===== src/design/uart_settings.svh =====
`ifndef UART_SETTINGS_SVH
`define UART_SETTINGS_SVH

// baud divisor is scaled by 2**UART_PRESCALE before compare
`define UART_PRESCALE 0
`define UART_RESET_DLL 8'd1
// start + 8 data + parity + 2 stop
`define UART_FRAME_BITS 12

// register map, 3-bit address
`define UART_ADDR_RBR_DLL 3'd0
`define UART_ADDR_IER_DLM 3'd1
`define UART_ADDR_IIR 3'd2
`define UART_ADDR_LCR 3'd3
`define UART_ADDR_MCR 3'd4
`define UART_ADDR_LSR 3'd5
`define UART_ADDR_MSR 3'd6
`define UART_ADDR_SCR 3'd7

`endif


===== src/design/uartPkg.sv =====
`default_nettype none

package uartPkg;

  //////////////////////////////////////////////////
  // vector types
  //////////////////////////////////////////////////

  typedef logic [2:0]  regAddrT;   // one of eight byte registers
  typedef logic [7:0]  byteT;      // bus data
  typedef logic [15:0] divisorT;   // {DLM, DLL}
  typedef logic [1:0]  wordLenT;   // 00 = 5 bits up to 11 = 8 bits
  typedef logic [4:0]  mcrT;       // bit 4 = loopback
  typedef logic [3:0]  modemVecT;  // 0 cts, 1 dsr, 2 ri, 3 dcd
  typedef logic [1:0]  lineHistT;  // {current, previous} sample of one line

  // transmitter states
  typedef enum logic [1:0] {
    txIdle,
    txActive,
    txDone
  } txStateT;

endpackage

`default_nettype wire


===== src/design/uartIf.sv =====
`default_nettype none

// link between register file and transmitter
interface txLineIf import uartPkg::*; ();

  // line control fields, straight out of LCR
  wordLenT wordLen;     // LCR[1:0]
  logic    parityEn;    // LCR[3]
  logic    evenParity;  // LCR[4]
  logic    stopTwo;     // LCR[2]

  // holding register write
  byteT    thrData;
  logic    thrLoad;     // one cycle, THR write with DLAB clear

  // status back to LSR and IIR
  logic    thrEmpty;    // THRE
  logic    shiftEmpty;  // no frame in the shifter

  modport regs (
    output wordLen,
    output parityEn,
    output evenParity,
    output stopTwo,
    output thrData,
    output thrLoad,
    input  thrEmpty,
    input  shiftEmpty
  );

  modport tx (
    input  wordLen,
    input  parityEn,
    input  evenParity,
    input  stopTwo,
    input  thrData,
    input  thrLoad,
    output thrEmpty,
    output shiftEmpty
  );

endinterface

`default_nettype wire


===== src/design/baudGen.sv =====
`include "uart_settings.svh"

`default_nettype none

module baudGen import uartPkg::*; (
  input  logic    PCLK,
  input  logic    PRESETn,
  input  divisorT divisor,
  input  logic    divisorWrite,
  output logic    baudTick      // one cycle, 16 per serial bit
);

  localparam int CntW = $bits(divisorT) + `UART_PRESCALE;

  logic [CntW-1:0] count;
  logic [CntW-1:0] limit;
  logic            hit;

  // period = divisor * 2**prescale cycles
  assign limit = CntW'(divisor) << `UART_PRESCALE;
  assign hit   = (count == limit);

  always_ff @(posedge PCLK) begin
    if (!PRESETn) begin
      count    <= CntW'(1);
      baudTick <= 1'b0;
    end else if (divisorWrite) begin
      count    <= CntW'(1);  // new divisor, start over
      baudTick <= 1'b0;
    end else begin
      baudTick <= hit;
      count    <= hit ? CntW'(1) : count + 1'b1;
    end
  end

endmodule

`default_nettype wire


===== src/design/uartTx.sv =====
`include "uart_settings.svh"

`default_nettype none

module uartTx import uartPkg::*; (
  input  logic PCLK,
  input  logic PRESETn,
  input  logic baudTick,
  txLineIf.tx  line,
  output logic SOUT
);

  localparam int FrameW = `UART_FRAME_BITS;

  byteT              thr;        // holding register
  logic              thrFull;
  logic [FrameW-1:0] frame;      // MSB goes out first
  logic [FrameW-1:0] shiftReg;
  logic [3:0]        nData;      // 5 to 8
  logic [3:0]        frameLen;   // 7 to 12
  logic [3:0]        bitsLeft;
  logic [3:0]        tickCnt;    // 16 ticks per bit
  byteT              dataMask;
  logic              parity;
  logic              shiftEmpty;
  logic              startTx;
  logic              bitEdge;
  txStateT           state;

  //////////////////////////////////////////////////
  // frame builder
  //////////////////////////////////////////////////

  assign nData    = 4'd5 + {2'b00, line.wordLen};
  assign frameLen = nData + 4'd2 + {3'b000, line.parityEn} + {3'b000, line.stopTwo};
  assign dataMask = 8'hFF >> (2'd3 - line.wordLen);

  // odd parity unless even is selected
  assign parity = ^(thr & dataMask) ^ ~line.evenParity;

  always_comb begin
    frame = '1;              // stop bits and padding
    frame[FrameW-1] = 1'b0;  // start bit
    for (int i = 0; i < 8; i++) begin
      if (i < nData) frame[FrameW-2-i] = thr[i];  // LSB first
    end
    if (line.parityEn) frame[FrameW-2-nData] = parity;
  end

  //////////////////////////////////////////////////
  // holding and shift registers
  //////////////////////////////////////////////////

  assign startTx = (state == txIdle) & thrFull;
  assign bitEdge = (state == txActive) & baudTick & (tickCnt == 4'd0);

  always_ff @(posedge PCLK) begin
    if (line.thrLoad) thr <= line.thrData;
    if (startTx) shiftReg <= frame;
    else if (bitEdge) shiftReg <= {shiftReg[FrameW-2:0], 1'b1};
  end

  //////////////////////////////////////////////////
  // transmit FSM
  //////////////////////////////////////////////////

  always_ff @(posedge PCLK) begin
    if (!PRESETn) begin
      thrFull    <= 1'b0;
      shiftEmpty <= 1'b1;
      state      <= txIdle;
      tickCnt    <= '0;
      bitsLeft   <= '0;
      SOUT       <= 1'b1;  // line idles high
    end else begin
      if (startTx) thrFull <= 1'b0;
      if (line.thrLoad) thrFull <= 1'b1;  // late write overrides the move
      case (state)
        txIdle: begin
          if (startTx) begin
            state      <= txActive;
            tickCnt    <= '0;        // first bit starts on the next tick
            bitsLeft   <= frameLen;  // latched, LCR may change mid frame
            shiftEmpty <= 1'b0;
          end
        end
        txActive: begin
          if (baudTick) begin
            tickCnt <= tickCnt + 4'd1;
            if (tickCnt == 4'd0) begin
              if (bitsLeft == 4'd0) begin
                state <= txDone;  // last stop bit just ended
              end else begin
                SOUT     <= shiftReg[FrameW-1];
                bitsLeft <= bitsLeft - 4'd1;
              end
            end
          end
        end
        txDone: begin
          state      <= txIdle;
          shiftEmpty <= 1'b1;  // TEMT one cycle after the stop bit
        end
        default: state <= txIdle;
      endcase
    end
  end

  assign line.thrEmpty   = ~thrFull;
  assign line.shiftEmpty = shiftEmpty;

endmodule

`default_nettype wire


===== src/design/modemLoopback.sv =====
`default_nettype none

module modemLoopback import uartPkg::*; (
  input  logic     PCLK,
  input  logic     PRESETn,
  input  mcrT      mcr,
  input  logic     DSRb,
  input  logic     DCDb,
  input  logic     CTSb,
  input  logic     RIb,
  output modemVecT lineSync,  // first sync stage, active low
  output logic     DTRb,
  output logic     RTSb,
  output logic     OUT1b,
  output logic     OUT2b
);

  logic     loop;
  modemVecT pinVec;
  modemVecT loopVec;

  assign loop = mcr[4];

  // outputs parked high in loopback
  assign DTRb  = ~mcr[0] | loop;
  assign RTSb  = ~mcr[1] | loop;
  assign OUT1b = ~mcr[2] | loop;
  assign OUT2b = ~mcr[3] | loop;

  assign pinVec  = {DCDb, RIb, DSRb, CTSb};
  assign loopVec = {~mcr[3], ~mcr[2], ~mcr[0], ~mcr[1]};  // out2, out1, dtr, rts

  always_ff @(posedge PCLK) begin
    if (!PRESETn) lineSync <= '1;  // all lines inactive
    else lineSync <= loop ? loopVec : pinVec;
  end

endmodule

`default_nettype wire


===== src/design/modemLineMonitor.sv =====
`default_nettype none

module modemLineMonitor import uartPkg::*; #(
  parameter bit trailingOnly = 1'b0  // RI style, flag the end of the pulse only
) (
  input  logic PCLK,
  input  logic PRESETn,
  input  logic lineIn,      // from the first sync stage
  input  logic clearDelta,  // MSR read
  output logic level,
  output logic delta
);

  lineHistT hist;  // [1] second sync stage, [0] one cycle older
  logic     changed;
  logic     rose;
  logic     hit;

  assign level   = hist[1];
  assign changed = hist[1] ^ hist[0];
  assign rose    = hist[1] & ~hist[0];  // active-low line going inactive
  assign hit     = trailingOnly ? rose : changed;

  always_ff @(posedge PCLK) begin
    if (!PRESETn) begin
      hist  <= '1;
      delta <= 1'b0;
    end else begin
      hist  <= {lineIn, hist[1]};
      delta <= hit | (delta & ~clearDelta);  // a fresh change beats the clear
    end
  end

endmodule

`default_nettype wire


===== src/design/uartRegs.sv =====
`include "uart_settings.svh"

`default_nettype none

module uartRegs import uartPkg::*; (
  input  logic     PCLK,
  input  logic     PRESETn,
  input  regAddrT  A,
  input  byteT     Din,
  input  logic     MEMRb,
  input  logic     MEMWb,
  input  modemVecT lineLevel,     // synced pin levels, active low
  input  modemVecT lineDelta,     // sticky change flags
  output byteT     Dout,
  output logic     INTR,
  output divisorT  divisor,
  output logic     divisorWrite,  // restarts the baud counter
  output mcrT      mcr,
  output logic     clearDeltas,   // MSR read side effect
  txLineIf.regs    tx
);

  logic [3:0] ier;  // only the low nibble exists
  byteT       lcr;
  byteT       scr;
  byteT       dll;
  byteT       dlm;
  logic       rd;
  logic       wr;
  logic       dlab;
  logic       thre;
  logic       temt;
  logic       threPending;
  logic       squash;  // THRE interrupt acknowledged by an IIR read
  byteT       lsr;
  byteT       msr;
  byteT       iir;

  assign rd   = ~MEMRb;
  assign wr   = ~MEMWb;
  assign dlab = lcr[7];

  //////////////////////////////////////////////////
  // writable registers
  //////////////////////////////////////////////////

  always_ff @(posedge PCLK) begin
    if (!PRESETn) begin
      ier <= '0;
      lcr <= 8'h03;  // 8N1
      mcr <= '0;
      scr <= '0;
      dll <= `UART_RESET_DLL;
      dlm <= '0;
    end else if (wr) begin
      case (A)
        `UART_ADDR_RBR_DLL: begin
          if (dlab) dll <= Din;  // THR side handled by the transmitter
        end
        `UART_ADDR_IER_DLM: begin
          if (dlab) dlm <= Din;
          else ier <= Din[3:0];
        end
        `UART_ADDR_LCR: lcr <= Din;
        `UART_ADDR_MCR: mcr <= Din[4:0];
        `UART_ADDR_SCR: scr <= Din;
        default: ;  // FCR, LSR and MSR writes have no effect
      endcase
    end
  end

  // strobes, each one cycle wide because the bus strobe is
  assign tx.thrLoad   = wr & (A == `UART_ADDR_RBR_DLL) & ~dlab;
  assign divisorWrite = wr & dlab & ((A == `UART_ADDR_RBR_DLL) | (A == `UART_ADDR_IER_DLM));
  assign clearDeltas  = rd & (A == `UART_ADDR_MSR);

  // LCR fields and data toward the transmitter
  assign tx.wordLen    = lcr[1:0];
  assign tx.stopTwo    = lcr[2];
  assign tx.parityEn   = lcr[3];
  assign tx.evenParity = lcr[4];
  assign tx.thrData    = Din;

  assign divisor = {dlm, dll};

  //////////////////////////////////////////////////
  // status and interrupt
  //////////////////////////////////////////////////

  assign thre = tx.thrEmpty;
  assign temt = thre & tx.shiftEmpty;  // holding and shift register both drained

  assign threPending = thre & ier[1] & ~squash;

  always_ff @(posedge PCLK) begin
    if (!PRESETn) begin
      squash <= 1'b0;
      INTR   <= 1'b0;
    end else begin
      INTR <= threPending;  // registered pin, one cycle behind
      if (!thre) begin
        squash <= 1'b0;  // new byte re-arms the interrupt
      end else if (rd && (A == `UART_ADDR_IIR) && threPending) begin
        squash <= 1'b1;
      end
    end
  end

  assign lsr = {1'b0, temt, thre, 5'b0_0000};
  assign msr = {~lineLevel, lineDelta};       // levels up, deltas down
  assign iir = threPending ? 8'h02 : 8'h01;  // bit 0 low = pending

  //////////////////////////////////////////////////
  // read mux
  //////////////////////////////////////////////////

  always_comb begin
    Dout = '0;
    if (rd) begin
      case (A)
        `UART_ADDR_RBR_DLL: Dout = dlab ? dll : 8'h00;  // no receiver behind RBR
        `UART_ADDR_IER_DLM: Dout = dlab ? dlm : {4'h0, ier};
        `UART_ADDR_IIR:     Dout = iir;
        `UART_ADDR_LCR:     Dout = lcr;
        `UART_ADDR_MCR:     Dout = {3'b000, mcr};
        `UART_ADDR_LSR:     Dout = lsr;
        `UART_ADDR_MSR:     Dout = msr;
        `UART_ADDR_SCR:     Dout = scr;
        default:            Dout = '0;
      endcase
    end
  end

endmodule

`default_nettype wire


===== src/design/uartTop.sv =====
`default_nettype none

module uartTop import uartPkg::*; (
  input  logic    PCLK,
  input  logic    PRESETn,
  input  regAddrT A,
  input  byteT    Din,
  input  logic    MEMRb,
  input  logic    MEMWb,
  input  logic    DSRb,
  input  logic    DCDb,
  input  logic    CTSb,
  input  logic    RIb,
  output byteT    Dout,
  output logic    INTR,
  output logic    SOUT,
  output logic    RTSb,
  output logic    DTRb,
  output logic    OUT1b,
  output logic    OUT2b
);

  divisorT  divisor;
  logic     divisorWrite;
  logic     baudTick;
  mcrT      mcr;
  modemVecT lineSync;
  modemVecT lineLevel;
  modemVecT lineDelta;
  logic     clearDeltas;

  txLineIf txLine ();

  uartRegs regFile (
    .PCLK         (PCLK),
    .PRESETn      (PRESETn),
    .A            (A),
    .Din          (Din),
    .MEMRb        (MEMRb),
    .MEMWb        (MEMWb),
    .lineLevel    (lineLevel),
    .lineDelta    (lineDelta),
    .Dout         (Dout),
    .INTR         (INTR),
    .divisor      (divisor),
    .divisorWrite (divisorWrite),
    .mcr          (mcr),
    .clearDeltas  (clearDeltas),
    .tx           (txLine.regs)
  );

  baudGen baud (
    .PCLK         (PCLK),
    .PRESETn      (PRESETn),
    .divisor      (divisor),
    .divisorWrite (divisorWrite),
    .baudTick     (baudTick)
  );

  uartTx txPath (
    .PCLK     (PCLK),
    .PRESETn  (PRESETn),
    .baudTick (baudTick),
    .line     (txLine.tx),
    .SOUT     (SOUT)
  );

  modemLoopback modem (
    .PCLK     (PCLK),
    .PRESETn  (PRESETn),
    .mcr      (mcr),
    .DSRb     (DSRb),
    .DCDb     (DCDb),
    .CTSb     (CTSb),
    .RIb      (RIb),
    .lineSync (lineSync),
    .DTRb     (DTRb),
    .RTSb     (RTSb),
    .OUT1b    (OUT1b),
    .OUT2b    (OUT2b)
  );

  //////////////////////////////////////////////////
  // one monitor per modem line, RI at index 2
  //////////////////////////////////////////////////

  generate
    for (genvar i = 0; i < 4; i++) begin : gLineMon
      modemLineMonitor #(
        .trailingOnly (i == 2)
      ) mon (
        .PCLK       (PCLK),
        .PRESETn    (PRESETn),
        .lineIn     (lineSync[i]),
        .clearDelta (clearDeltas),
        .level      (lineLevel[i]),
        .delta      (lineDelta[i])
      );
    end
  endgenerate

endmodule

`default_nettype wire


===== config.mk =====
export PLATFORM = sky130hd
export DESIGN_NAME = uartTop
export DESIGN_NICKNAME = d
export VERILOG_FILES = /design/src/design/uartPkg.sv /design/src/design/uartIf.sv /design/src/design/baudGen.sv /design/src/design/uartTx.sv /design/src/design/modemLoopback.sv /design/src/design/modemLineMonitor.sv /design/src/design/uartRegs.sv /design/src/design/uartTop.sv
export VERILOG_INCLUDE_DIRS = /design/src /design/src/design
export SDC_FILE = /design/constraint.sdc
export NUM_CORES = 1
export LEC_CHECK = 0
export ABC_AREA = 1
export BUFFER_PORTS_ARGS = -buffer_cell sky130_fd_sc_hd__buf_2
export CORE_ASPECT_RATIO = 0.9
export CORE_MARGIN = 4
export CORE_UTILIZATION = 60
export DETAILED_ROUTE_END_ITERATION = 7
export GPL_TIMING_DRIVEN = 0
export PLACE_DENSITY = 0.77
export SETUP_SLACK_MARGIN = 0.4
export SYNTH_ARGS = -nofsm -noshare
export SYNTH_HDL_FRONTEND = slang
export SYNTH_SLANG_ARGS = --single-unit

===== constraint.sdc =====
create_clock -name PCLK -period 2.7 [get_ports PCLK]
set_input_delay 0.135 -clock PCLK [delete_from_list [all_inputs] [get_ports PCLK]]
set_output_delay 0.135 -clock PCLK [all_outputs]
set_load 0.1 [all_outputs]

-- Yosys cells after proc, flatten, opt, wreduce, memory -nomap -nowiden
Cells that the tools add are included.
- register bits: 109
- input port bits: 19
- output and inout bits: 14
- word-level logic and storage cells: 169
- add/sub/neg operators: 9
- order comparisons: 10
- equality and inequality tests: 15
- shift-type cells: 1
- mux-type cells: 36
- bitwise logic cells: 45
- reductions and logical operators: 26
- operators with widths (operator ; count):
    one-hot mux 8 bit (8 select lines) ; 1
    2-to-1 mux 12 bit ; 3
    >= comparator 32 x 1 -> 1 bit, second input constant ; 1
    < comparator 32 x 5 -> 1 bit, second input constant ; 1
    2-to-1 mux 4 bit ; 7
    2-to-1 mux 8 bit ; 3
    adder 16 x 1 -> 16 bit, second input constant ; 1
    AND 1 bit ; 16
    equality test 16 bit ; 1
    < comparator 3 x 4 -> 1 bit, first input constant ; 4
    one-hot mux 4 bit (2 select lines) ; 2
    inverter 1 bit ; 14
    bitwise mux 12 bit ; 1
    equality test 3 bit, second input constant ; 4
    AND reduction 3 bit ; 4
    2-to-1 mux 1 bit ; 11
    2-to-1 mux 2 bit ; 5
    OR 1 bit ; 9
    adder 4 x 1 -> 4 bit ; 2
    AND 8 bit ; 1
    logical NOT 4 bit ; 2
    < comparator 1 x 4 -> 1 bit, first input constant ; 2
    < comparator 2 x 4 -> 1 bit, first input constant ; 2
    inequality test 2 bit, second input constant ; 4
    27 further kinds ; 41

-- Logic depth before layout (Yosys ltp)
- depth in word-level cells: 9
- gate-level depth with buffers: 14
- depth with buffers taken out: 14

-- Cells and area by module
Synthesis repeated with hierarchy kept, for this count alone.
- cells, all modules: 862
- area total of the unflattened synthesis: 5820.6 um^2
- by module, submodules not included (module ; instances ; cells each ; area each (um^2) ; sequential area each (um^2)):
    uartRegs ; 1 ; 350 ; 2238.4 ; 860.8
    uartTx ; 1 ; 245 ; 1914.3 ; 860.8
    baudGen ; 1 ; 186 ; 1088.5 ; 340.3
    modemLineMonitor at gLineMon[0].mon ... ; 3 ; 15 ; 106.4 ; 60.1
    modemLoopback ; 1 ; 25 ; 163.9 ; 80.1
    modemLineMonitor at gLineMon[2].mon ; 1 ; 11 ; 96.3 ; 60.1

-- Least setup slack after synthesis
Ideal clock, no wire load.
- path type: input port to output port
- start: in A[1]
- end: out Dout[7]
- arrival time: 2898 ps
- data required time: 2565 ps
- path slack: -333 ps
- stages: 7
- cell sequence: buf_4 > inv_1 > nor3_4 > inv_2 > a21oi_1 > nor3_1 > nor3_1
- word-level cells in the longest chain between the ends: 3
- elaborated cells between the ends (all ways): 10
- ends and longest elaborated chain (element ; line ; text):
    start, declared ; uartTop.sv:6 ; input regAddrT A,
    equality test 3 bit, or another cell as far along ; uartRegs.sv:120 ; case (A)
    one-hot mux 8 bit (8 select lines) (*) ; uartRegs.sv:120 ;
    2-to-1 mux 8 bit (*) ; uartRegs.sv:119 ; if (rd) begin
    end, declared ; uartTop.sv:14 ; output byteT Dout,
Mark *: on every way between the ends. The rest lies on a longest branch, timed or not.

-- Worst setup path in the final report
- start: reg regFile.lcr[7]
- end: out Dout[3]
- word-level cells in the longest chain between the ends: 3
- elaborated cells between the ends (all ways): 4
- ends and longest elaborated chain (element ; line ; text):
    start, declared ; uartRegs.sv:24 ; byteT lcr;
    start signal, assigned ; uartRegs.sv:64 ; `UART_ADDR_LCR: lcr <= Din;
    2-to-1 mux 8 bit, on equally long branches ; uartRegs.sv:122, uartRegs.sv:121 ;
    one-hot mux 8 bit (8 select lines) (*) ; uartRegs.sv:120 ;
    2-to-1 mux 8 bit (*) ; uartRegs.sv:119 ;
Marks and branches as above.

==> run summary <==
The flow ran to the end, and the final reports show no timing, DRC or antenna violations. Clock tree synthesis found a total of roughly 110 sinks. The number of global-route vias before repair came out at 4472. The final worst clock skew came out at 9.12 ps.

The number of antenna cells inserted is 0. The die height is 97.4 um. Setup repair after global routing left no endpoint under its margin. The clock latency on the worst-skew pair came out at 370 ps. After clock tree synthesis, the clock-pin slew on the worst setup and hold paths is about 100 ps. The residual antenna-violating net count after detailed routing came out at 0.

Counting buffers and inverters, the worst setup path is 5 cells deep. The number of pins with negative max-slew slack in the final report came out at 0. The count of port buffers added during placement is 30. In the routed design, unresolved DRC markers number 0. The static power due to leakage came out at 2.41 nW.

The number of hold-slack violations in the final timing report is 0. The slowest stage of the critical path belongs to the cell dfxtp_1. The total wire length came out at about 13000 um. The number of antenna violations at the first check in global routing came out at 0.

The sort of element at the start of the critical path is a flop. The final setup violation count came out at 0. The biggest fanout along the worst timing path came out at 10. The critical path starts at regFile.lcr[7]. For the worst setup path, the data arrival time is 1970 ps. The die span in x came out at 107 um. The number of primary I/O pins is 33.

The flip-flop and latch count after synthesis came out at roughly 110. The power density relative to cell area came out at 524 nW/um2. The maximum number of buffers from clock root to sink is 2. Synthesis handed over a netlist of 696 instances. Of all flip-flops after synthesis, the portion carrying an async set or reset was 0%. The detailed router used layers up to and including met4. The per-instance average area after synthesis came out at 7.66 um2.

The share of the cycle needed by the critical path after routing came out at 78.0%. The critical path class is reg -> out. After detailed routing, the average wire length per cell comes to 14.7 um. Clock tree synthesis selected as its root buffer the cell clkbuf_8. Detailed placement finished with a half-perimeter wire length of 9680 um. The cell area after synthesis came out at 5330 um2. The aggregate global routing overflow is 0. In this run, the number of DRC markers left after iteration 0 of detailed routing was 379.

The slack of the worst reg-to-reg path is between 700 and 800 ps. The final route contains 4667 vias. The final layout net count came out at 774. After detailed routing, the met2 layer carries 5640 um of wire. The count of flip-flops with a built-in enable after synthesis is 20. The area of the placeable core came out at 8610 um2.

Following the worst setup path forward leads to its endpoint at Dout[3]. The count of filler cells inserted in the layout came out at around 750. The sequential cell area fraction in the yosys report is around 45%.

The die covers ~10000 um2. The total clock buffers created by CTS is 9. The final-layout setup total negative slack is 0 ps. The number of buffer and inverter stages on the critical path is 2. The pin slew with the least headroom to its limit came out at 1190 ps. The row count came out at 32. The worst min-delay path class is in -> reg. The number of detailed-routing iterations run before antenna repair is 5.

The wire length on met3 is 980 um. The tightest slew margin relative to the limit is 20.0%. The share of layout cells above drive strength 1 came out at 12.9%. The startpoint identified for the worst register-to-register timing path is regFile.lcr[7]. The end of the worst register-to-register path is txPath.thrFull. The core utilization of the finished layout is 68.3%. The family with the most delay on the worst path is buffers and inverters.

The max capacitance violation total is 0. The wire length of the first global-routing pass is 21500 um. The pin count of the biggest net entering global routing came out at 18. The biggest cell delay along the critical path is 460 ps.

The worst setup path is captured at a primary output. For this run, the leading register cell type out of synthesis is dfxtp_1. The worst reg-to-reg path cell count is 4. In the routed layout, each cell is associated on average with a via count of 5.40. The data required time at the worst endpoint came out at ~2600 ps. The finished cells cover 5880 um2.

In this run the number of H-tree levels came out at 3. The routability congestion estimate is 0.974. The routed length on met1 is 5830 um. TritonCTS built the clock tree. The worst ir drop on vdd is 345 uV. The achievable clock frequency came out at 475 MHz.

The global router's overall resource usage came out at 25.7%. After layout, the minimum clock period comes to approximately 2100 ps. Traced cell by cell, the critical path runs through clkbuf_2 -> o21ai_0 -> a211oi_1 -> nor2_1 -> buf_2. The post-synthesis cell type count is 38. The total of warnings raised by yosys came out at 0. The number of nets in the synthesized netlist is about 730. The starting density of the core came out at 61.9%. The layout-stage area growth over the synthesis result is 10.2%. The area after detailed placement came out at approximately 5700 um2.
## cell usage in the layout (no fill, tap or decap), drive strengths merged
| cell type | count |
|---|---|
| o221ai | 1 |
| dfxtp | 89 |
| inv | 86 |
| a2111oi | 1 |
| o2111ai | 1 |
| mux2i | 1 |
| o211ai | 4 |
| and3 | 2 |
| clkbuf | 20 |
| o21ai | 61 |
| nand3 | 38 |
| xor2 | 12 |
| nand2 | 133 |
| nor3 | 16 |
| o22ai | 1 |
| clkinv | 4 |
| a211oi | 2 |
| dlygate4sd3 | 4 |
| a22oi | 1 |
| nand4 | 10 |
| edfxtp | 20 |
| clkinvlp | 1 |
| fa | 1 |
| a41oi | 1 |
| a21oi | 55 |
| a31oi | 2 |
| or2 | 11 |
| buf | 35 |
| xnor2 | 21 |
| ha | 13 |
| nor2 | 99 |
## sequential cells by signal (all words and copies together), names as in the netlist, 5 cells and up
name	cells
regFile.scr	8
gLineMon.mon.hist	8
regFile.lcr	8
regFile.dlm	8
regFile.dll	8
regFile.mcr	5
txPath.shiftReg	12
txPath.thr	8
baud.count	16
## worst min path at each step
stage / from / to / slack, ps / cells after the start
after global routing: Din[5] / txPath.thr[5] / 40 / 1
after detailed placement: CTSb / modem.lineSync[0] / 360 / 3
final: Din[7] / txPath.thr[7] / 70 / 1
after CTS: Din[5] / txPath.thr[5] / 50 / 1
after floorplan: Din[0] / txPath.thr[0] / 230 / 0
after global placement: CTSb / modem.lineSync[0] / 360 / 3
## cell type report
class	count	area [um2]	area share [%]
Multi-Input combinational cell	487	2580	43.9
Buffer	15	86.3	1.47
Timing Repair Buffer	34	193	3.28
Inverter	85	319	5.43
Tap cell	119	149	2.53
Clock inverter	6	38.8	0.660
Clock buffer	10	128	2.17
Sequential cell	109	2380	40.5
## per-stage QoR
stage | power, mW | std cells | worst slack, ps | hold slack, ps
2_1_floorplan | 2.09 | 696 | 430 | 234
3_3_place_gp | 2.20 | 845 | 257 | 355
3_5_place_dp | 2.21 | 845 | 453 | 356
4_1_cts | 3.09 | 865 | 444 | 47.8
5_1_grt | 3.21 | 865 | 429 | 41.5
6_report | 3.08 | 865 | 595 | 68.8
## cell families (layout without fill, tap and decap cells)
kind of cell | after synthesis | after routing | synth area share [%]
simple gates | 309 | 309 | 25.8
xor+xnor | 33 | 33 | 5.42
buf+inv | 100 | 150 | 7.58
mux | 1 | 1 | 0.188
flops | 109 | 109 | 44.7
compound gates | 130 | 130 | 12.9
fa+ha+maj | 14 | 14 | 3.43
## Yosys cell counts, drive strengths merged (11+ instances only)
cell type,n,area (um2)
nand2,133,509
nor2,99,425
dfxtp,89,1780
inv,85,319
o21ai,61,305
a21oi,55,275
nand3,38,190
xnor2,21,184
edfxtp,20,601
nor3,16,108
ha,13,163
xor2,12,105
or2,11,68.8
## power breakdown
part	internal [mW]	switching (mW)	leakage (nW)	total [mW]
Sequential	1.71	0.0451	0.901	1.76
Clock	0.335	0.558	0.0841	0.894
Combinational	0.133	0.293	1.42	0.426
Total	2.18	0.896	2.41	3.08
## layer usage
layer / vias to the layer above / track usage [%]
met2: 157 / 39.6
met3: 33 / 7.18
li1: 2357 / -
met1: 2120 / 34.9
met4: 0 / 8.54
met5: - / 0
## what timing repair did
item | CTS | global route
gates resized for setup | 0 | 4
hold endpoints to repair | 4 | 0
hold buffers | 4 | 0
setup buffers | 0 | 0
setup endpoints to repair | 0 | 17
Power figures use the tool's default switching activity.
